===== src/verilog/thor_defs.svh =====
`ifndef THOR_DEFS_SVH
`define THOR_DEFS_SVH

// ============================================================
// Architectural widths and counts
// ============================================================

// Data word
`define THOR_VALUE_W 64

// Whole instruction word
`define THOR_INSN_W 40

// Opcode field, bits 6:0 in every format
`define THOR_OPC_W 7

// Register index and register count
`define THOR_REG_W 6
`define THOR_REG_N 64

// Function field of the register format
`define THOR_FUNC_W 9

// Signed immediate of the immediate format
`define THOR_IMM_W 21

`endif


===== src/verilog/thor_pkg.sv =====
`include "thor_defs.svh"

package thor_pkg;

	// One data word and one register index
	typedef logic [`THOR_VALUE_W-1:0] value_t;
	typedef logic [`THOR_REG_W-1:0] reg_idx_t;

	// ============================================================
	// Instruction encodings
	// ============================================================

	typedef enum logic [`THOR_OPC_W-1:0] {
		R2    = 7'h02,
		ADDI  = 7'h04,
		SUBFI = 7'h05,
		ANDI  = 7'h08,
		ORI   = 7'h09,
		XORI  = 7'h0A,
		CMPI  = 7'h0B,
		CMPUI = 7'h0C,
		ADD2R = 7'h14,
		AND2R = 7'h18,
		OR2R  = 7'h19,
		XOR2R = 7'h1A,
		SEQI  = 7'h26,
		SNEI  = 7'h27,
		SLTI  = 7'h28,
		SGTI  = 7'h29,
		SLTUI = 7'h2A,
		SGTUI = 7'h2B
	} opcode_e;

	// Function codes under R2
	typedef enum logic [`THOR_FUNC_W-1:0] {
		F_ADD = 9'h004,
		F_SUB = 9'h005,
		F_AND = 9'h008,
		F_OR  = 9'h009,
		F_XOR = 9'h00A
	} func_e;

	// Register format, opcode in the low bits
	typedef struct packed {
		func_e func;
		reg_idx_t rc;
		reg_idx_t rb;
		reg_idx_t ra;
		reg_idx_t rt;
		opcode_e opcode;
	} insn_r3_t;

	// Immediate format, same low 19 bits as the register format
	typedef struct packed {
		logic signed [`THOR_IMM_W-1:0] imm;
		reg_idx_t ra;
		reg_idx_t rt;
		opcode_e opcode;
	} insn_ri_t;

	// One instruction word, read either way
	typedef union packed {
		insn_r3_t r3;
		insn_ri_t ri;
	} insn_t;

	// ALU operations of the execute stage
	typedef enum logic [3:0] {
		A_ADD3, A_SUB3, A_AND3, A_OR3, A_XOR3,
		A_RSUB,
		A_CMP, A_CMPU,
		A_SEQ, A_SNE, A_SLT, A_SGT, A_SLTU, A_SGTU
	} alu_op_e;

endpackage


===== src/verilog/thor_if.sv =====


// ============================================================
// Decode to execute bundle
// ============================================================
interface dec_exe_if import thor_pkg::*; ();
	logic valid;
	alu_op_e alu_op;
	reg_idx_t rt;
	// Operands already selected and forwarded
	value_t a;
	value_t b;
	value_t c;
	// Clear for an instruction with no effect
	logic rfwr;

	modport source(output valid, alu_op, rt, a, b, c, rfwr);
	modport sink(input valid, alu_op, rt, a, b, c, rfwr);
endinterface


===== src/verilog/thor_execute.sv =====
module thor_execute import thor_pkg::*; (
	input logic clk_g,
	input logic rst_i,
	dec_exe_if.sink de,
	output logic ex_valid_o,
	output reg_idx_t ex_rt_o,
	output value_t ex_res_o
);

	logic xval;
	logic xrfwr;
	alu_op_e xop;
	reg_idx_t xrt;
	value_t xa;
	value_t xb;
	value_t xc;
	value_t res;

	// ============================================================
	// Execute-stage register
	// ============================================================
	always_ff @(posedge clk_g) begin
		if (rst_i) begin
			xval <= 1'b0;
			xrfwr <= 1'b0;
		end else begin
			xval <= de.valid;
			xrfwr <= de.rfwr;
		end
	end

	// Payload, loaded every cycle
	always_ff @(posedge clk_g) begin
		xop <= de.alu_op;
		xrt <= de.rt;
		xa <= de.a;
		xb <= de.b;
		xc <= de.c;
	end

	// ============================================================
	// ALU
	// ============================================================
	always_comb begin
		case (xop)
		A_ADD3: res = xa + xb + xc;
		A_SUB3: res = xa - xb - xc;
		A_AND3: res = xa & xb & xc;
		A_OR3: res = xa | xb | xc;
		A_XOR3: res = xa ^ xb ^ xc;
		// Subtract from immediate
		A_RSUB: res = xb - xa;
		// Three-way compares give -1, 0 or +1
		A_CMP: res = ($signed(xa) < $signed(xb)) ? '1 : (xa == xb ? '0 : value_t'(1));
		A_CMPU: res = (xa < xb) ? '1 : (xa == xb ? '0 : value_t'(1));
		// Sets give 1 or 0
		A_SEQ: res = value_t'(xa == xb);
		A_SNE: res = value_t'(xa != xb);
		A_SLT: res = value_t'($signed(xa) < $signed(xb));
		A_SGT: res = value_t'($signed(xa) > $signed(xb));
		A_SLTU: res = value_t'(xa < xb);
		A_SGTU: res = value_t'(xa > xb);
		default: res = '0;
		endcase
	end

	// Only register writes leave the stage as valid
	assign ex_valid_o = xval & xrfwr;
	assign ex_rt_o = xrt;
	assign ex_res_o = res;

	// Decode never hands over an undefined operation
	a_legal_op: assert property (@(posedge clk_g) disable iff (rst_i)
		xval |-> !$isunknown(xop) && xop <= A_SGTU);

endmodule


===== src/flat_wrapper.sv =====
// flat-port wrapper written by rule: the top's interface ports become plain ports
module thor_execute_flat import thor_pkg::*;
  (clk_g, rst_i, ex_valid_o, ex_rt_o, ex_res_o, de_valid, de_alu_op, de_rt, de_a, de_b, de_c, de_rfwr);
  dec_exe_if de_i ();
  input logic clk_g;
  input logic rst_i;
  output logic ex_valid_o;
  output reg_idx_t ex_rt_o;
  output value_t ex_res_o;
  input wire logic [$bits(de_i.valid)-1:0] de_valid;
  input wire logic [$bits(de_i.alu_op)-1:0] de_alu_op;
  input wire logic [$bits(de_i.rt)-1:0] de_rt;
  input wire logic [$bits(de_i.a)-1:0] de_a;
  input wire logic [$bits(de_i.b)-1:0] de_b;
  input wire logic [$bits(de_i.c)-1:0] de_c;
  input wire logic [$bits(de_i.rfwr)-1:0] de_rfwr;
  assign de_i.valid = de_valid;
  assign de_i.alu_op = de_alu_op;
  assign de_i.rt = de_rt;
  assign de_i.a = de_a;
  assign de_i.b = de_b;
  assign de_i.c = de_c;
  assign de_i.rfwr = de_rfwr;
  thor_execute u_core (.clk_g(clk_g), .rst_i(rst_i), .de(de_i), .ex_valid_o(ex_valid_o), .ex_rt_o(ex_rt_o), .ex_res_o(ex_res_o));
endmodule

===== config.mk =====
export PLATFORM = sky130hd
export DESIGN_NAME = thor_execute_flat
export DESIGN_NICKNAME = d
export VERILOG_FILES = /design/src/verilog/thor_pkg.sv /design/src/verilog/thor_if.sv /design/src/verilog/thor_execute.sv /design/src/flat_wrapper.sv
export VERILOG_INCLUDE_DIRS = /design/src /design/src/verilog
export SDC_FILE = /design/constraint.sdc
export NUM_CORES = 1
export LEC_CHECK = 0
export BUFFER_PORTS_ARGS = -buffer_cell sky130_fd_sc_hd__buf_2
export CAP_MARGIN = 20
export CORE_UTILIZATION = 45
export CTS_BUF_LIST = sky130_fd_sc_hd__clkbuf_8
export DETAILED_ROUTE_END_ITERATION = 16
export PLACE_DENSITY = 0.68
export SLEW_MARGIN = 15
export SYNTH_ARGS = -nofsm -noshare
export SYNTH_HDL_FRONTEND = slang
export SYNTH_SLANG_ARGS = --single-unit

===== constraint.sdc =====
create_clock -name clk_g -period 6.6 [get_ports clk_g]
set_input_delay 1.98 -clock clk_g [delete_from_list [all_inputs] [get_ports clk_g]]
set_output_delay 1.98 -clock clk_g [all_outputs]
set_load 0.005 [all_outputs]

Word level (Yosys, flattened, before mapping). Index checks and enable logic that the tools add are counted.

Add/subtract/negate cells: 5. $lt $le $gt $ge: 4. Bitwise gates (word level): 7. Reduce and logical (&&, ||, !) cells: 1. Mux-type cells: 4. Equal/unequal tests: 15.

Operators with widths (count): case mux 64 bit (14 select lines) (1); subtractor 64 bit (3); adder 64 bit (2); AND 64 bit (2); > comparator 64 bit (2); less-than comparator 64 bit (2); 2-to-1 mux 64 bit (2); bitwise OR 64 bit (2); bitwise XOR 64 bit (2); equality test 64 bit (1); inequality test 64 bit (1); equality test 4 bit (second input constant) (6); equality test 4 x 3 -> 1 bit (second input constant) (4); equality test 4 x 2 -> 1 bit (second input constant) (2); equality test 4 x 1 -> 1 bit (second input constant) (1); logical NOT 4 bit (1); AND 1 bit (1); 2-to-1 mux 1 bit (1).

Logic and storage cells: 43. Bits in registers: 204. Output and inout bits: 71. Input port bits: 206.

Depth between registers and ports, before layout.
Depth in word-level cells: 4. Depth in mapped cells: 15. Gate-level depth less buffers: 15.

Worst setup path before layout. Ideal clock, no wire load.

Path type: reg-to-output. Start: reg u_core.xa[8]. End: out ex_res_o[63]. Buffers on the path: 0. Required time: 4.620 ns. Cell stages (with the launch flop): 13. Slack: 0.973 ns. Arrival: 3.647 ns. Path through: dfxtp_1 -> fa_1 -> ha_1 -> a2111o_1 -> o31ai_1 -> nor2_1 -> a21oi_2 -> o21ai_1 -> a41oi_1 -> o31ai_1 -> a21o_1 -> a211o_1 -> a211o_1.

Word-level cells in the longest chain between the ends: 3. Elaborated cells on any way between the ends: 10. Those cells by class: add/sub: 5; order compare: 2; mux: 3.

RTL lines: from (decl) (line thor_execute.sv:14) `value_t xa;`; from (signal assigned) (line thor_execute.sv:36) `xa <= de.a;`; subtractor 64 bit (tied with other cells) (2 in a row) (line thor_execute.sv:47) `A_SUB3: res = xa - xb - xc;`; case mux 64 bit (14 select lines) (*) (line thor_execute.sv:45) `case (xop)`; to (decl) (line flat_wrapper.sv:9) `output value_t ex_res_o;`.

Every way passes the cells marked *; elsewhere a longest branch is shown, timed or not.

Worst setup path in the final report.
Start: reg u_core.xc[15]. End: out ex_res_o[62].

Word-level cells in the longest chain between the ends: 2. Elaborated cells on any way between the ends: 3. Those cells by class: add/sub: 2; mux: 1.

RTL lines: from (decl) (line thor_execute.sv:16) `value_t xc;`; from (signal assigned) (line thor_execute.sv:38) `xc <= de.c;`; subtractor 64 bit / adder 64 bit (equally long branches) (line thor_execute.sv:47, thor_execute.sv:46); case mux 64 bit (14 select lines) (*) (line thor_execute.sv:45).

Marked as above.

==> parameters.txt <==
Parameter                              Value

Worst setup path
  Most Frequent Cell on Critical Path ... sky130_fd_sc_hd__a21oi_1
  Cell at the slowest stage of the critical path ... sky130_fd_sc_hd__fa_1
  Crit path buf inv count ... 2
  Data required time of the worst path ... 4.62 ns
  Endpoint class of the critical path ... output pin
  Worst setup SP type ... flop
  Delay contributed by the slowest stage of the critical path ... around 0.60 ns
  Delay-heaviest family, CP ... compound AO/OA/AOI/OAI gates
  Worst setup path class ... flop to output pin
  Critical-path cell list ... fa_1 > ha_4 > a21oi_1 > o21bai_1 > a21oi_1 > o31a_1 > a2111oi_4 > buf_4 > o21a_4 > a31oi_4 > o221ai_2 > nor3b_4 > mux2i_1 > o211ai_1 > buf_2
  Worst endpoint data arrival time ... 4.57 ns
  Maximum fanout along the worst path ... 7

Job
  Max-capacitance violation count ... 0

Power
  Leakage power of the design ... 13.4 nW
  Maximum ir drop on the vdd rail ... 0.174 mV
  Power Density ... between 200 and 250 nW/um2
  Post-layout total power ... 6.44 mW

Status
  Outcome ... completed

Clocking
  Sink Count ... 204
  TritonCTS clock tree ... yes
  Clock transition at the registers of the reported paths ... 0.06 ns
  Clock root buffer ... sky130_fd_sc_hd__clkbuf_8
  Maximum buffer depth of the clock tree ... 3
  Inserted Clock Buffers ... 40
  CTS HTree Levels ... 2
  Hold buffer count at CTS ... 0

Floorplanning
  Y dimension of the die ... 236 um
  Std cell rows ... 85
  Area of the die ... between 50000 and 60000 um2
  Area of the core region ... 54000 um2
  Die Span X ... 236 um
  Ports placed on the boundary ... approximately 280
  Initial core utilization ... ~46%

Drt
  Total via count in the routed design ... about 25000
  Pre-Repair DR Iteration Count ... 6
  DR vias/cell ... slightly above 6
  DRC violations left ... 0
  DR WL/cell ... 23.0 um
  Initial DRC Count ... 2657
  Remaining antenna violation count after routing ... 0
  Routed wire length ... 93000 um

Min path
  Hold path startpoint ... de_b[54]
  Min-delay worst type ... input pin to flop
  Number of cells on the worst hold path ... 1
  End of the worst hold path ... u_core.xb[54]

Finish
  Number of antenna repair diodes ... 0
  FF/Latch Area ... 4180 um2
  Number of filler cells placed in the layout ... 5063
  Share of final-layout standard cells stronger than drive strength 1 ... 23.6%
  Post-Route Utilization ... 55.1%
  Post-layout net count ... 4041
  Combined area of the multi-input logic cells ... 20400 um2
  Layout-stage area growth over the synthesis result ... 20.6%

STA
  RSZ-0062 raised after global routing ... yes
  Hold violation total from the final report ... 0
  Transition at the pin with the smallest max-transition slack ... ~1.1 ns
  Final Cycle Share ... 99.3%
  Number of setup violations in the final report ... 0
  Final-report max-slew violation count ... 0
  Fmax ... 153 MHz
  Time the final worst path needs with I/O delays and setup ... 6.55 ns
  Relative slew slack ... 26.3%

Logic synthesis
  Number of nets in the synthesized netlist ... 3726
  Synthesized area per cell ... about 8 um2
  Number of distinct library cells after synthesis ... 84
  Post-synth EDFFs ... 0
  Yosys synthesis warning count ... 0
  Most instantiated flip-flop cell in the synthesis netlist ... sky130_fd_sc_hd__dfxtp_1
  Fraction of the yosys area taken by sequential cells ... 16.5%
  Instance count of the mapped netlist ... 3010
  Combined area of all synthesized cells ... 24700 um2
  Share of flip-flops with an asynchronous set or reset ... 0%
  Count of state elements after synthesis ... 204

Global route
  Antenna violations before repair ... 1
  Maximum number of pins on one net before global-route repair ... 48
  Wire length of the first global-routing pass ... 139000 um
  Via count of the first global-routing pass ... 23700
  Grt ovf ... 0
  Global routing usage summed across all routing layers ... 32.1%

Placed design
  Dpl hpwl ... 73300 um
  I/O Buffers ... 276
  GPL Wtd Cong ... 1.04
## synth_stat cells (all sizes together), types with 32 or more instances
master | n | share of area [%]
o21ai | 153 | 3.1
xnor2 | 126 | 4.5
o211ai | 65 | 2.0
nand4 | 50 | 1.3
xor2 | 47 | 1.7
o2111ai | 66 | 2.3
nor4 | 35 | 0.95
a21o | 63 | 1.9
fa | 128 | 10
a221oi | 61 | 2.2
inv | 291 | 4.4
nand3 | 36 | 0.73
ha | 382 | 19
clkbuf | 115 | 1.7
a21oi | 309 | 6.3
o21bai | 60 | 1.8
nor2 | 163 | 2.5
dfxtp | 204 | 17
nand2 | 235 | 3.6
o31ai | 46 | 1.5
nor2b | 32 | 0.81
nor3 | 44 | 0.89
## placed cells by master (no fill, tap or decap), types with 10 or more instances in the layout
cell type / instances
sky130_fd_sc_hd__a211o_1: 10
sky130_fd_sc_hd__a211oi_1: 16
sky130_fd_sc_hd__a21o_1: 63
sky130_fd_sc_hd__a21oi_1: 289
sky130_fd_sc_hd__a21oi_2: 17
sky130_fd_sc_hd__a221oi_1: 54
sky130_fd_sc_hd__a31oi_1: 20
sky130_fd_sc_hd__and2_1: 12
sky130_fd_sc_hd__and3_1: 18
sky130_fd_sc_hd__buf_2: 276
sky130_fd_sc_hd__buf_4: 115
sky130_fd_sc_hd__clkbuf_8: 43
sky130_fd_sc_hd__dfxtp_1: 132
sky130_fd_sc_hd__dfxtp_2: 68
sky130_fd_sc_hd__fa_1: 106
sky130_fd_sc_hd__fa_2: 22
sky130_fd_sc_hd__ha_1: 312
sky130_fd_sc_hd__ha_2: 46
sky130_fd_sc_hd__ha_4: 24
sky130_fd_sc_hd__inv_1: 286
sky130_fd_sc_hd__inv_2: 11
sky130_fd_sc_hd__mux2i_1: 10
sky130_fd_sc_hd__nand2_1: 230
sky130_fd_sc_hd__nand2b_1: 29
sky130_fd_sc_hd__nand3_1: 32
sky130_fd_sc_hd__nand4_1: 50
sky130_fd_sc_hd__nor2_1: 156
sky130_fd_sc_hd__nor2b_1: 30
sky130_fd_sc_hd__nor3_1: 34
sky130_fd_sc_hd__nor4_1: 25
sky130_fd_sc_hd__o2111ai_1: 65
sky130_fd_sc_hd__o211ai_1: 65
sky130_fd_sc_hd__o21a_1: 19
sky130_fd_sc_hd__o21ai_0: 114
sky130_fd_sc_hd__o21ai_1: 32
sky130_fd_sc_hd__o21bai_1: 58
sky130_fd_sc_hd__o31ai_1: 35
sky130_fd_sc_hd__xnor2_1: 124
sky130_fd_sc_hd__xor2_1: 47
## worst max path at each step
| stage | cells past startpoint | to | slack, ns | from |
|---|---|---|---|---|
| finish | 15 | ex_res_o[62] | 0.05 | u_core.xc[15] |
| global route | 16 | ex_res_o[62] | -0.12 | u_core.xb[3] |
| CTS | 18 | ex_res_o[60] | -0.02 | u_core.xb[2] |
| detailed placement | 15 | ex_res_o[56] | -0.11 | u_core.xb[20] |
| global placement | 14 | ex_res_o[56] | -0.13 | u_core.xa[21] |
| floorplan | 12 | ex_res_o[63] | 0.97 | u_core.xa[8] |
## layout make-up
| class | instances | area share [%] |
|---|---|---|
| inverters | 291 | 3.68 |
| flip-flops and latches | 204 | 14.0 |
| multi-input cells | 2389 | 68.5 |
| repair buffers | 399 | 7.94 |
| clock buffers | 43 | 1.99 |
| well taps | 696 | 2.92 |
| clock inverters | 28 | 0.949 |
## flip-flops by register name, indices dropped and copies added (netlist names)
name	cells
u_core.xb	64
u_core.ex_rt_o	6
u_core.xrfwr	1
u_core.xval	1
u_core.xop	4
u_core.xa	64
u_core.xc	64
## metrics by stage
stage	area, um2	cells	hold slack [ns]	setup slack (ns)	setup TNS (ns)
detailed placement	27200	3944	2.08	-0.110	-0.113
finish	29800	4050	1.45	0.0491	0
global route	29800	4050	1.41	-0.123	-0.462
CTS	28800	4029	1.40	-0.0242	-0.0478
global placement	27200	3944	2.08	-0.133	-0.136
floorplan	24700	3010	2.01	0.973	0
## timing repair
| action | in CTS | in global routing |
|---|---|---|
| endpoints found under the hold margin | 0 | 0 |
| resized for setup | 132 | 217 |
| setup buffers | 14 | 21 |
| endpoints found under the setup margin | 42 | 60 |
| pin swaps | 29 | 58 |
## layer usage
layer,global-route usage [%],part of all wire (%),vias up,wire [um]
met5,0,0.0086,-,8
met4,13.6,4.4,2,4060
met3,5.17,8.9,251,8310
met2,49.6,44,1277,40500
met1,44.0,43,11900,40200
li1,-,-,11400,-
## logic make-up (layout without fill, tap and decap cells)
family	count (synthesis)	in the layout	synth area share [%]
flip-flops	204	204	16.5
multiplexers	11	11	0.451
XOR/XNOR	173	173	6.14
AO/OA/AOI/OAI	1009	1009	27.6
AND/OR/NAND/NOR	686	686	13.2
buffers and inverters	417	761	6.37
adder cells (fa/ha/maj)	510	510	29.7
## power breakdown
group / leakage, nW / switching [mW] / internal (mW)
registers: 1.72 / 0.108 / 1.30
clock network: 0.471 / 0.626 / 0.810
logic: 11.2 / 2.15 / 1.44
No activity file was read; power rests on OpenSTA's default activity.
