[config.mk]
export PLATFORM = sky130hd
export DESIGN_NAME = thor_decode_flat
export DESIGN_NICKNAME = d
export VERILOG_FILES = /design/src/verilog/thor_pkg.sv /design/src/verilog/thor_if.sv /design/src/verilog/thor_decode.sv /design/src/flat_wrapper.sv
export VERILOG_INCLUDE_DIRS = /design/src /design/src/verilog
export SDC_FILE = /design/constraint.sdc
export NUM_CORES = 1
export LEC_CHECK = 0
export ABC_AREA = 1
export BUFFER_PORTS_ARGS = -buffer_cell sky130_fd_sc_hd__buf_2
export CAP_MARGIN = 40
export CORE_AREA = 5 5 200 202
export DETAILED_ROUTE_END_ITERATION = 7
export DIE_AREA = 0 0 205 207
export SLEW_MARGIN = 20
export SYNTH_ARGS = -nofsm -noshare
export SYNTH_HDL_FRONTEND = slang
export SYNTH_SLANG_ARGS = --single-unit
[constraint.sdc]
create_clock -name clk_g -period 2.6 [get_ports clk_g]
set_clock_uncertainty 0.1 [all_clocks]
set_input_delay 0.13 -clock clk_g [delete_from_list [all_inputs] [get_ports clk_g]]
set_output_delay 0.13 -clock clk_g [all_outputs]
set_load 0.1 [all_outputs]
[src/verilog/thor_defs.svh]
`ifndef THOR_DEFS_SVH
`define THOR_DEFS_SVH

// ============================================================
// Architectural widths and counts
// ============================================================

// Data word
`define THOR_VALUE_W 64

// Whole instruction word
`define THOR_INSN_W 40

// Opcode field, bits 6:0 in every format
`define THOR_OPC_W 7

// Register index and register count
`define THOR_REG_W 6
`define THOR_REG_N 64

// Function field of the register format
`define THOR_FUNC_W 9

// Signed immediate of the immediate format
`define THOR_IMM_W 21

`endif

[src/verilog/thor_pkg.sv]
`include "thor_defs.svh"

package thor_pkg;

	// One data word and one register index
	typedef logic [`THOR_VALUE_W-1:0] value_t;
	typedef logic [`THOR_REG_W-1:0] reg_idx_t;

	// ============================================================
	// Instruction encodings
	// ============================================================

	typedef enum logic [`THOR_OPC_W-1:0] {
		R2    = 7'h02,
		ADDI  = 7'h04,
		SUBFI = 7'h05,
		ANDI  = 7'h08,
		ORI   = 7'h09,
		XORI  = 7'h0A,
		CMPI  = 7'h0B,
		CMPUI = 7'h0C,
		ADD2R = 7'h14,
		AND2R = 7'h18,
		OR2R  = 7'h19,
		XOR2R = 7'h1A,
		SEQI  = 7'h26,
		SNEI  = 7'h27,
		SLTI  = 7'h28,
		SGTI  = 7'h29,
		SLTUI = 7'h2A,
		SGTUI = 7'h2B
	} opcode_e;

	// Function codes under R2
	typedef enum logic [`THOR_FUNC_W-1:0] {
		F_ADD = 9'h004,
		F_SUB = 9'h005,
		F_AND = 9'h008,
		F_OR  = 9'h009,
		F_XOR = 9'h00A
	} func_e;

	// Register format, opcode in the low bits
	typedef struct packed {
		func_e func;
		reg_idx_t rc;
		reg_idx_t rb;
		reg_idx_t ra;
		reg_idx_t rt;
		opcode_e opcode;
	} insn_r3_t;

	// Immediate format, same low 19 bits as the register format
	typedef struct packed {
		logic signed [`THOR_IMM_W-1:0] imm;
		reg_idx_t ra;
		reg_idx_t rt;
		opcode_e opcode;
	} insn_ri_t;

	// One instruction word, read either way
	typedef union packed {
		insn_r3_t r3;
		insn_ri_t ri;
	} insn_t;

	// ALU operations of the execute stage
	typedef enum logic [3:0] {
		A_ADD3, A_SUB3, A_AND3, A_OR3, A_XOR3,
		A_RSUB,
		A_CMP, A_CMPU,
		A_SEQ, A_SNE, A_SLT, A_SGT, A_SLTU, A_SGTU
	} alu_op_e;

endpackage

[src/verilog/thor_if.sv]
// ============================================================
// Register file read port
// ============================================================
interface rf_read_if import thor_pkg::*; ();
	// Read indices, driven by decode
	reg_idx_t ra;
	reg_idx_t rb;
	reg_idx_t rc;
	// Read data, returned in the same cycle
	value_t a;
	value_t b;
	value_t c;

	modport reader(output ra, rb, rc, input a, b, c);
	modport owner(input ra, rb, rc, output a, b, c);
endinterface

// ============================================================
// Decode to execute bundle
// ============================================================
interface dec_exe_if import thor_pkg::*; ();
	logic valid;
	alu_op_e alu_op;
	reg_idx_t rt;
	// Operands already selected and forwarded
	value_t a;
	value_t b;
	value_t c;
	// Clear for an instruction with no effect
	logic rfwr;

	modport source(output valid, alu_op, rt, a, b, c, rfwr);
	modport sink(input valid, alu_op, rt, a, b, c, rfwr);
endinterface

[src/verilog/thor_decode.sv]
`include "thor_defs.svh"

module thor_decode import thor_pkg::*; (
	input logic clk_g,
	input logic rst_i,
	input logic insn_valid_i,
	input insn_t insn_i,
	rf_read_if.reader rf,
	dec_exe_if.source de,
	input logic ex_valid_i,
	input reg_idx_t ex_rt_i,
	input value_t ex_res_i
);

	logic dval;
	insn_t ir;
	value_t imm_x;
	alu_op_e op;
	logic rfwr;
	logic use_imm;
	logic use_rc;

	// Both views must cover the same word
	if ($bits(insn_t) != `THOR_INSN_W) begin : g_insn_w_chk
		$error("insn_t is not THOR_INSN_W bits wide");
	end

	// Decode-stage register
	always_ff @(posedge clk_g) begin
		if (rst_i)
			dval <= 1'b0;
		else
			dval <= insn_valid_i;
	end

	always_ff @(posedge clk_g) begin
		ir <= insn_i;
	end

	// Execute result bypasses the register file
	// r0 is never forwarded
	function automatic value_t fwd(input reg_idx_t idx, input value_t rf_val);
		if (ex_valid_i && ex_rt_i == idx && idx != '0)
			return ex_res_i;
		return rf_val;
	endfunction

	// Sign-extended immediate
	assign imm_x = {{(`THOR_VALUE_W-`THOR_IMM_W){ir.ri.imm[`THOR_IMM_W-1]}}, ir.ri.imm};

	// ============================================================
	// Opcode map
	// ============================================================
	always_comb begin
		op = A_ADD3;
		rfwr = 1'b1;
		use_imm = 1'b1;
		use_rc = 1'b0;
		case (ir.r3.opcode)
		R2: begin
			use_imm = 1'b0;
			use_rc = 1'b1;
			case (ir.r3.func)
			F_ADD: op = A_ADD3;
			F_SUB: op = A_SUB3;
			F_AND: op = A_AND3;
			F_OR: op = A_OR3;
			F_XOR: op = A_XOR3;
			// Unknown func passes through with no write
			default: rfwr = 1'b0;
			endcase
		end
		// Two-register forms keep c neutral
		ADD2R: use_imm = 1'b0;
		AND2R: begin
			use_imm = 1'b0;
			op = A_AND3;
		end
		OR2R: begin
			use_imm = 1'b0;
			op = A_OR3;
		end
		XOR2R: begin
			use_imm = 1'b0;
			op = A_XOR3;
		end
		ADDI: op = A_ADD3;
		SUBFI: op = A_RSUB;
		ANDI: op = A_AND3;
		ORI: op = A_OR3;
		XORI: op = A_XOR3;
		CMPI: op = A_CMP;
		CMPUI: op = A_CMPU;
		SEQI: op = A_SEQ;
		SNEI: op = A_SNE;
		SLTI: op = A_SLT;
		SGTI: op = A_SGT;
		SLTUI: op = A_SLTU;
		SGTUI: op = A_SGTU;
		default: rfwr = 1'b0;
		endcase
	end

	// Register file reads use indices at fixed positions
	assign rf.ra = ir.r3.ra;
	assign rf.rb = ir.r3.rb;
	assign rf.rc = ir.r3.rc;

	// Bundle towards execute
	assign de.valid = dval;
	assign de.alu_op = op;
	assign de.rt = ir.r3.rt;
	assign de.rfwr = rfwr;

	// Operands follow both the register file and the execute result
	always_comb begin
		de.a = fwd(ir.r3.ra, rf.a);
		de.b = use_imm ? imm_x : fwd(ir.r3.rb, rf.b);
		// Neutral c is all ones for AND and zero for the rest
		de.c = use_rc ? fwd(ir.r3.rc, rf.c) : (op == A_AND3 ? '1 : '0);
	end

	// Opcode seen through the immediate view matches the sampled word
	a_opc_views: assert property (@(posedge clk_g) disable iff (rst_i)
		insn_valid_i |=> dval && ir.ri.opcode == $past(insn_i.r3.opcode));

endmodule

[src/flat_wrapper.sv]
// flat-port wrapper written by rule: the top's interface ports become plain ports
module thor_decode_flat import thor_pkg::*;
  (clk_g, rst_i, insn_valid_i, insn_i, ex_valid_i, ex_rt_i, ex_res_i, rf_ra, rf_rb, rf_rc, rf_a, rf_b, rf_c, de_valid, de_alu_op, de_rt, de_a, de_b, de_c, de_rfwr);
  rf_read_if rf_i ();
  dec_exe_if de_i ();
  input logic clk_g;
  input logic rst_i;
  input logic insn_valid_i;
  input insn_t insn_i;
  input logic ex_valid_i;
  input reg_idx_t ex_rt_i;
  input value_t ex_res_i;
  output wire logic [$bits(rf_i.ra)-1:0] rf_ra;
  output wire logic [$bits(rf_i.rb)-1:0] rf_rb;
  output wire logic [$bits(rf_i.rc)-1:0] rf_rc;
  input wire logic [$bits(rf_i.a)-1:0] rf_a;
  input wire logic [$bits(rf_i.b)-1:0] rf_b;
  input wire logic [$bits(rf_i.c)-1:0] rf_c;
  output wire logic [$bits(de_i.valid)-1:0] de_valid;
  output wire logic [$bits(de_i.alu_op)-1:0] de_alu_op;
  output wire logic [$bits(de_i.rt)-1:0] de_rt;
  output wire logic [$bits(de_i.a)-1:0] de_a;
  output wire logic [$bits(de_i.b)-1:0] de_b;
  output wire logic [$bits(de_i.c)-1:0] de_c;
  output wire logic [$bits(de_i.rfwr)-1:0] de_rfwr;
  assign rf_ra = rf_i.ra;
  assign rf_rb = rf_i.rb;
  assign rf_rc = rf_i.rc;
  assign rf_i.a = rf_a;
  assign rf_i.b = rf_b;
  assign rf_i.c = rf_c;
  assign de_valid = de_i.valid;
  assign de_alu_op = de_i.alu_op;
  assign de_rt = de_i.rt;
  assign de_a = de_i.a;
  assign de_b = de_i.b;
  assign de_c = de_i.c;
  assign de_rfwr = de_i.rfwr;
  thor_decode u_core (.clk_g(clk_g), .rst_i(rst_i), .insn_valid_i(insn_valid_i), .insn_i(insn_i), .rf(rf_i), .de(de_i), .ex_valid_i(ex_valid_i), .ex_rt_i(ex_rt_i), .ex_res_i(ex_res_i));
endmodule
## Yosys cells after proc, flatten, opt, wreduce, memory -nomap -nowiden

Index checks and enable logic that the tools add are counted.

| operators by class | value |
|---|---|
| reduce and logical (&&, ||, !) cells | 15 |
| mux-type cells | 17 |
| equality and inequality tests | 27 |

Operator list:

| kind | number |
|---|---|
| $mux 64 | 9 |
| $pmux 4 s13 | 1 |
| $eq 7x6->1 const B | 6 |
| $eq 7x4->1 const B | 5 |
| $eq 7x5->1 const B | 4 |
| $eq 9x4->1 const B | 3 |
| $eq 6x6->1 | 3 |
| $eq 9x3->1 const B | 2 |
| $reduce_bool 6->1 | 3 |
| $reduce_or 17->1 | 1 |
| $eq 7x3->1 const B | 2 |
| $pmux 3 s4 | 1 |
| $reduce_or 5->1 | 2 |
| $eq 7x2->1 const B | 1 |
| $logic_and 1x1->1 | 6 |
| $reduce_or 2->1 | 3 |
| $mux 1 | 5 |
| $eq 4x2->1 const B | 1 |
| $pmux 1 s2 | 1 |

| storage, ports and cells | value |
|---|---|
| output and inout port bits | 222 |
| register bits after elaboration | 41 |

## Depth between registers and ports, before layout

Gate-level depths: netlist of the first run.

| logic depth | value |
|---|---|
| depth in word-level cells | 6 |
| gate-level depth with buffers | 11 |
| depth with buffers taken out | 10 |

## Least setup slack after synthesis of the first run

Ideal clock, no wire load.

| path | value |
|---|---|
| kind | register to output |
| start point | reg u_core.ir[3] (netlist name) |
| end point | out de_alu_op[0] |
| data required time | 2.370 ns |
| cell stages (with the launch flop) | 7 |
| data arrival time | 2.329 ns |
| path buffers | 0 |
| setup slack | 0.041 ns |
| cell sequence | dfxtp_1 nand2_1 nor2_1 o21ai_0 nand2_1 a21oi_1 nand2_1 |

| between the ends | value |
|---|---|
| cells in the longest elaborated chain, start to end | 3 |
| elaborated cells on any way between the ends | 20 |

RTL lines:

| what | RTL line | text |
|---|---|---|
| start, declared | thor_decode.sv:16 | `insn_t ir;` |
| start signal, assigned | thor_decode.sv:37 | `ir <= insn_i;` |
| $eq 7x4->1 / $eq 7x5->1 (equally long branches) | thor_decode.sv:59 | `case (ir.r3.opcode)` |
| $reduce_or 2->1 (no line) | n/a |  |
| $pmux 4 s13 (*) | thor_decode.sv:59 |  |
| end, declared | flat_wrapper.sv:20 | `output wire logic [$bits(de_i.alu_op)-1:0] de_alu_op;` |

Mark *: on every way between the ends. The rest lies on a longest branch, timed or not.

## Worst setup path after layout of the first run

| path | value |
|---|---|
| start point | reg u_core.ir[25] (netlist name) |
| end point | out de_c[16] |

| between the ends | value |
|---|---|
| cells in the longest elaborated chain, start to end | 6 |
| elaborated cells on any way between the ends | 7 |

RTL lines:

| what | RTL line | text |
|---|---|---|
| $eq 6x6->1 | thor_decode.sv:43 | `if (ex_valid_i && ex_rt_i == idx && idx != '0)` |
| $logic_and 1x1->1 | thor_decode.sv:43 |  |
| $logic_and 1x1->1 (*) | thor_decode.sv:43 |  |
| $mux 1 (*) | thor_decode.sv:43 |  |
| $mux 64 (*) | thor_decode.sv:45 | `return rf_val;` |
| $mux 64 (*) | thor_decode.sv:120 | `de.c = use_rc ? fwd(ir.r3.rc, rf.c) : (op == A_AND3 ? '1 : '0);` |
| end, declared | flat_wrapper.sv:24 | `output wire logic [$bits(de_i.c)-1:0] de_c;` |

Marks and branches as above.

==> run summary, run 1 <==
Final hold violations: 0
Gr ovfl total: 0
Synth warnings: 0
Post-DRT Antenna Nets: 0
Cells after synthesis: 1257
Hold path cells: 2
Vias per inst: 4.54
Crit path kind: flop to output port
TritonRoute pass-1 iters: 5
Distinct cells, synth: 28
Global-route wire length before repair: 63700 um
Layout cells sized above 1: 34.3%
Syn Area/Cell: 4.96 um2
Tot Pwr: 4280 uW
Area Growth Syn to Fin: 107%
Sequential fraction of the synthesis area: 13.2%
Root Buffer: clkbuf_16
Dpl cells: 2219
Crit-path max FO: 41
Die Wd: 205 um
Unrepaired setup endpoints after global routing: no
Largest net degree at the start of global routing: 69
Die area: 0.0424 mm2
Crit-path cells: inv_1 > nand2_1 > nand3_1 > nor2_4 > nand3_4 > buf_12 > nand2_1 > nand3_1 > nand2_1 > buf_12
Final Cycle Share: 95.4%
Critical Path Most Common Cell: nand2_1
CP endpoint kind: output port
Final setup fails: 0
P_leak: 0.00735 uW
Port-buffer cells: 527
Drt first-iter violations: 778
Max-Cap Viols: 0
Pre-CTS setup slack: 338 ps
Worst min path class: input port to flop
H-tree depth: 2
Height of the die: 207 um
Nets: 2056
Hold EP: u_core.ir[28]
Crit path launch type: flop
Peak supply drop: 407 uV
CP Data Required Time: 2370 ps
TritonCTS clock tree: yes
Worst path arrival time: 2250 ps
Cell Area, Synth: 0.00624 mm2
Number of CTS-inserted buffers: 5
Worst slew pin tran: 529 ps
Clock tree buffer depth: 2
Synthesis-stage register bit count: 41
FMAX: 403 MHz
I/O Pins: 528
Slowest stage cell, crit path: dfxtp_1
Vias after detailed routing: 10300
Syn nets: 1563
Fin crit period: 2480 ps
Antenna violations before repair: 3
DR DRC count: 0
Core area: 0.0381 mm2
# clock sinks: 41
Initial Util: 16.4%
Routability cong.: 0.934
Clock slew at reported path FFs: 70 ps
Setup_tns: 0 ps
Final WS setup: 119 ps
GRT Total Usage: 19.5%
HP Start: insn_i[28]
Vias in the first global route: 10300
# rows: 72
Final non-filler cell total: 2271
HPWL Detailed: 35300 um
Largest stage delay, worst path: 480 ps
Max_slew headroom: 65.0%
PD cells: 331 mW/mm2
Routed WL per cell: 19.4 um
Status: complete, no violations
Postcts setup bufs: 0
WL final: 44100 um
Final slew viol count: 0
## synthesized netlist by cell type, drive strengths merged
master / instances / share of area, %
o21ai: 6 / 0.66
nand3: 291 / 24
and3: 1 / 0.10
nand4: 70 / 7.0
nand2: 448 / 27
inv: 228 / 14
o2111ai: 1 / 0.14
nor3: 5 / 0.40
buf: 86 / 8.3
dfxtp: 41 / 13
xnor2: 2 / 0.28
nor2: 35 / 2.4
o31ai: 1 / 0.12
clkbuf: 31 / 1.9
o211ai: 3 / 0.44
a21oi: 5 / 0.46
or2: 1 / 0.10
and2: 2 / 0.24
## state kept, by name, indices dropped and copies added (netlist names)
name             flops
u_core.de.valid      1
u_core.ir           40
## critical path, delay by kind of cell (launching register included)
family | cells | cell delay (ps)
AND/OR/NAND/NOR | 7 | 950
buffers and inverters | 3 | 450
flip-flops | 1 | 480
## placed cells by master (no fill, tap or decap), types with 2 or more instances in the layout
cell type,synthesis,final
nand2_1,448,444
buf_2,52,331
nand3_1,287,287
inv_1,221,220
buf_12,0,205
nand4_1,70,70
dlygate4sd3_1,0,42
dfxtp_1,41,39
nor2_1,32,28
buf_4,34,19
inv_2,7,7
nor2_4,2,6
clkbuf_16,0,5
buf_6,0,5
nor3_1,5,4
o21ai_0,4,4
a21oi_1,4,4
nand3_4,0,3
diode_2,0,2
o211ai_1,2,2
xnor2_1,2,2
nand2_4,0,2
nand2_2,0,2
dfxtp_2,0,2
## where the power goes
| part | internal (uW) | total (uW) | switching, uW |
|---|---|---|---|
| clock | 361 | 635 | 274 |
| sequential | 663 | 697 | 34.6 |
| combinational | 950 | 2940 | 1990 |
## routing by layer
metal | track usage (%) | wire length [um]
met2 | 35.7 | 22200
met3 | 3.94 | 3810
met1 | 22.3 | 16500
met5 | 0 | 13
met4 | 6.68 | 1560
## through the flow
step	cell area, um2	util, %	hold WS [ps]
2_1_floorplan	6240	-	57.7
4_1_cts	12900	33.8	353
6_report	12900	33.9	363
3_3_place_gp	12300	32.3	132
5_1_grt	12900	33.9	369
3_5_place_dp	12300	32.3	134
## kinds of logic after synthesis
family,Yosys count,synth area share [%]
buffers and inverters,345,23.9
AND/OR/NAND/NOR,853,60.9
flip-flops,41,13.2
XOR/XNOR,2,0.281
AO/OA/AOI/OAI,16,1.83
## how the worst max path moves through the flow
stage | start | end | slack [ps] | cells after the start
floorplan | u_core.ir[3] | de_alu_op[0] | 40 | 6
global placement | u_core.ir[27] | de_c[56] | 370 | 9
detailed placement | u_core.ir[27] | de_c[56] | 340 | 9
CTS | u_core.ir[27] | de_c[56] | 8 | 9
global route | u_core.ir[14] | de_a[21] | 0.3 | 12
finish | u_core.ir[25] | de_c[16] | 120 | 10
## final cells by class
type | instances | area (um2)
clock inverter | 3 | 25.0
clock buffer | 5 | 125
fill | 4090 | 25200
timing repair buffer | 603 | 6410
inverter | 228 | 857
tap | 518 | 648
sequential | 41 | 823
multi-input combinational | 871 | 4020
antenna | 2 | 5.00
## repair_timing
item,in CTS,in global routing
hold buffers,42,0
gates resized for setup,0,11
endpoints found under the hold margin,41,0
setup endpoints to repair,0,83
Power figures use the tool's default switching activity.
==> run 2, diff against run 1 <==
--- a/config.mk
+++ b/config.mk
@@ -10,6 +10,7 @@
 export BUFFER_PORTS_ARGS = -buffer_cell sky130_fd_sc_hd__buf_2
 export CAP_MARGIN = 40
 export CORE_AREA = 5 5 200 202
+export CTS_CLUSTER_SIZE = 14
 export DETAILED_ROUTE_END_ITERATION = 7
 export DIE_AREA = 0 0 205 207
 export SLEW_MARGIN = 20
==> constraint.sdc (replaced) <==
create_clock -name clk_g -period 2.6 [get_ports clk_g]
set_clock_uncertainty 0.1 [all_clocks]
set_input_delay 0.13 -clock clk_g [delete_from_list [all_inputs] [get_ports clk_g]]
set_output_delay 0.13 -clock clk_g [all_outputs]
set_load 0.01 [all_outputs]
==> run 2 against run 1 <==
  * Sequential cell count did not move
  * Global-route usage is 1.2 points lower
  * Sequential share of layout area up 1.9 points
  * Fmax rose by 1.2%
  * Power fell by 39%
  * Final area is 23% lower
  * Setup slack improved by 28 ps
  * Hold slack gained 14 ps
  * Critical path type unchanged
  * Utilization shrank 7.8 points
  * Routed wire length shrank 5.1%
==> run summary, run 2 (synthesis results as in run 1) <==
Status: complete, no violations
Clock slew at reported path FFs: 60 ps
Unrepaired setup endpoints after global routing: no
Largest reg by FF count: u_core.ir
Area Growth Syn to Fin: 59.5%
Peak supply drop: 230 uV
Vias after detailed routing: 10300
Post-DRT Antenna Nets: 0
Fillcell total: 4424
Max-Cap Viols: 0
Number of CTS-inserted buffers: 5
Setup_tns: 0 ps
# clock sinks: 41
Core area: 0.0381 mm2
Height of the die: 207 um
Worst slew pin tran: 589 ps
Crit path launch type: flop
Crit-path max FO: 13
Fin crit period: 2450 ps
Port-buffer cells: 527
Vias in the first global route: 9992
Die Wd: 205 um
I/O Pins: 528
Final slew viol count: 0
Clock tree buffer depth: 2
Initial Util: 16.4%
TritonCTS clock tree: yes
PD cells: 262 mW/mm2
HP Start: insn_i[10]
WL final: 41800 um
Largest net degree at the start of global routing: 65
Drt first-iter violations: 769
CP Data Required Time: 2370 ps
HPWL Detailed: 34000 um
Worst min path class: input port to flop
TritonRoute pass-1 iters: 5
CP endpoint kind: output port
GRT Total Usage: 18.3%
Max reg flops: 40
Seq. cell area: 822 um2
P_leak: 0.00649 uW
Most frequent cells in the layout: buf_2, nand2_1, nand3_1
Layout cells sized above 1: 34.2%
Final non-filler cell total: 2276
Nets: 2060
Final setup fails: 0
Routed WL per cell: 18.4 um
Routability cong.: 0.930
Antenna violations before repair: 3
FMAX: 408 MHz
Vias per inst: 4.51
Area occupied by multi-input gates: 0.00401 mm2
Global-route wire length before repair: 60100 um
Worst path arrival time: 2220 ps
Root Buffer: clkbuf_16
Crit path kind: flop to output port
Final hold violations: 0
Max_slew headroom: 60.7%
DR DRC count: 0
H-tree depth: 2
Gr ovfl total: 0
Final Cycle Share: 94.3%
# rows: 72
Die area: 0.0424 mm2
Dpl cells: 2218
Worst Setup SP: u_core.ir[22]
Most common cell after layout, fill and taps aside: buf_2
==> run 2: cell count changes in the layout (fill, tap and decap cells not counted), sizes merged <==
cell	change
buf	+3
clkbuf	+2
bufinv	+1
clkinvlp	-1
diode	+1
inv	-1
==> run 2: through the flow <==
stage          total power (uW)  hold WS (ps)  instance area [um2]  utilization (%)  worst slack [ps]
6_report                   2610           377                 9950             26.1               147
5_1_grt                    2770           379                 9950             26.1              18.4
2_1_floorplan              1250          57.7                 6240                -              1040
4_1_cts                    2620           367                 9880             25.9              14.6
3_3_place_gp               1860           132                 9290             24.4               365
3_5_place_dp               1860           134                 9290             24.4               332
==> run 2: worst paths after layout <==
| path | to | cells after the start |
|---|---|---|
| setup / recovery | de_b[3] | 11 |
| hold / removal | u_core.ir[10] | 2 |
==> run 2: repair_timing <==
item / in CTS / in global routing
buffers inserted: 0 / 5
hold endpoints to repair: 41 / 0
endpoints found under the setup margin: 0 / 32
hold buffers: 42 / 0
resized for setup: 0 / 7
==> run 2: final cells by class <==
| cell class | instances | share of cell area (%) |
|---|---|---|
| sequential | 41 | 8.26 |
| inverter | 228 | 8.62 |
| clock buffer | 6 | 1.30 |
| tap | 518 | 6.51 |
| antenna | 3 | 0.0755 |
| multi-input combinational | 871 | 40.3 |
| clock inverter | 2 | 0.390 |
| timing repair buffer | 607 | 34.5 |
==> run 2: where the power goes <==
part	leakage (uW)	internal (uW)	switching, uW
clock	0.0000811	455	253
combinational	0.00606	483	723
sequential	0.000346	663	32.9
total	0.00649	1600	1010
==> run 2: worst max-delay path, cell delays in order, from the launching register on <==
cell     delay [ps]
dfxtp_1         380
inv_1           100
nand2_1          90
nand2_1          60
nor2_1          120
nand2_1         110
nor2_4          290
buf_4           270
nand3_1         140
nand3_1         120
nand2_1         100
buf_2           160
==> run 2: routing by layer <==
metal	track usage (%)	vias up	share of wire, %
met4	7.42	2	4.1
met2	32.1	594	48
met5	0	-	0.031
li1	-	4899	-
met3	2.50	83	8.4
met1	22.3	4678	40
==> run 3, diff against run 2 <==
--- a/config.mk
+++ b/config.mk
@@ -13,6 +13,7 @@
 export CTS_CLUSTER_SIZE = 14
 export DETAILED_ROUTE_END_ITERATION = 7
 export DIE_AREA = 0 0 205 207
+export REMOVE_ABC_BUFFERS = 1
 export SLEW_MARGIN = 20
 export SYNTH_ARGS = -nofsm -noshare
 export SYNTH_HDL_FRONTEND = slang
==> run 3 against run 2 <==
  * Die area unchanged
  * Non-clock buffer count decreased by 12
  * Setup slack improved by 19 ps
  * Cell count decreased by 0.66%
  * Global-route usage decreased by 2.3 points
  * Final area decreased by 0.83%
  * Routed wire length decreased by 11%
  * Utilization decreased by 0.22 points
  * Clock power increased by 5.0%
  * Critical path type unchanged
  * Largest cell class unchanged
==> run summary, run 3 (synthesis results as in run 1) <==
Root Buffer: clkbuf_16
Vias after detailed routing: 10200
Unrepaired setup endpoints after global routing: no
Core area: 0.0381 mm2
Crit-path max FO: 30
Max reg flops: 40
DR DRC count: 0
Final core utilization: 25.9%
Initial Util: 16.4%
Ant. Diodes: 0
Area Growth Syn to Fin: 58.2%
HPWL Detailed: 29200 um
Number of CTS-inserted buffers: 5
Global-route wire length before repair: 55300 um
Worst slew pin tran: 559 ps
Largest reg by FF count: u_core.ir
Final slew viol count: 0
Routability cong.: 0.901
CP endpoint kind: output port
CP Data Required Time: 2370 ps
# rows: 72
Die area: 0.0424 mm2
Status: complete, no violations
WL final: 37300 um
Final setup fails: 0
GRT Total Usage: 16.0%
Height of the die: 207 um
Clock tree buffer depth: 2
Crit path kind: flop to output port
Nets: 2048
Most common cell after layout, fill and taps aside: buf_2
Post-DRT Antenna Nets: 0
Peak supply drop: 466 uV
Crit path launch type: flop
Largest net degree at the start of global routing: 65
Max_slew headroom: 62.7%
PD cells: 265 mW/mm2
Fin crit period: 2430 ps
Fillcell total: 4399
Vias in the first global route: 9883
Vias per inst: 4.52
# clock sinks: 41
Worst path arrival time: 2200 ps
I/O Pins: 528
Clock slew at reported path FFs: 60 ps
Gr ovfl total: 0
Port-buffer cells: 527
H-tree depth: 2
Die Wd: 205 um
Most frequent cells in the layout: buf_2, nand2_1, nand3_1
Tot Pwr: 2610 uW
Design Area, Final: 0.00987 mm2
Final Cycle Share: 93.6%
TritonRoute pass-1 iters: 5
Worst min path class: input port to flop
FMAX: 411 MHz
Layout cells sized above 1: 33.6%
Routed WL per cell: 16.5 um
Drt first-iter violations: 750
Max-Cap Viols: 0
TritonCTS clock tree: yes
Post-DP Area: 0.00927 mm2
P_leak: 0.00643 uW
Final hold violations: 0
Antenna violations before repair: 0
-- run 3: cell count changes in the layout (fill, tap and decap cells not counted), sizes merged --
cell	before	now
inv	227	228
clkinv	2	0
diode	3	0
buf	564	553
-- run 3: cell type report --
type | instances | area (um2) | share of cell area [%]
Sequential cell | 41 | 821 | 8.32
Clock inverter | 1 | 30.0 | 0.304
Timing Repair Buffer | 595 | 3370 | 34.1
Clock buffer | 7 | 143 | 1.45
Tap cell | 518 | 648 | 6.57
Inverter | 228 | 856 | 8.67
Multi-Input combinational cell | 871 | 4000 | 40.6
-- run 3: report_power, final --
part           leakage, uW  switching, uW  internal [uW]
Clock            0.0000841            262            480
Combinational      0.00600            686            480
Sequential        0.000346           38.3            663
-- run 3: repair_timing --
item                                   CTS  global route
endpoints found under the hold margin   41             0
resized for setup                        0             0
hold buffers                            42             0
setup buffers                            0             0
-- run 3: path summary, 6_finish.rpt --
path / from / end / slack, ps / depth (start not counted)
setup / recovery: u_core.ir[29] / de_c[63] / 170 / 9
hold / removal: insn_i[14] / u_core.ir[14] / 360 / 2
-- run 3: worst max-delay path, cell delays in order (launching register included) --
cell and delay [ps]:
dfxtp_1 380, or2_2 320, nor2_1 200, nor2_4 80, nand3_4 90, buf_4 330, nand2_1 170, nand3_1 130
nand2_1 50, buf_2 150
-- run 3: per-layer routing --
metal  share of wire, %  global-route usage (%)  up-vias
met5                  0                       0        -
met4                3.0                    5.80        0
met3                9.8                    2.64       59
met2                 48                    28.2      596
met1                 39                    19.5     4693
li1                   -                       -     4865
-- run 3: through the flow --
step	setup WS (ps)	cells	hold WS (ps)	TNS, ps
floorplan	-2270	1140	57.7	-282530
global placement	411	2211	132	0
detailed placement	443	2211	134	0
CTS	122	2261	363	0
global route	25.2	2261	375	0
finish	166	2261	365	0
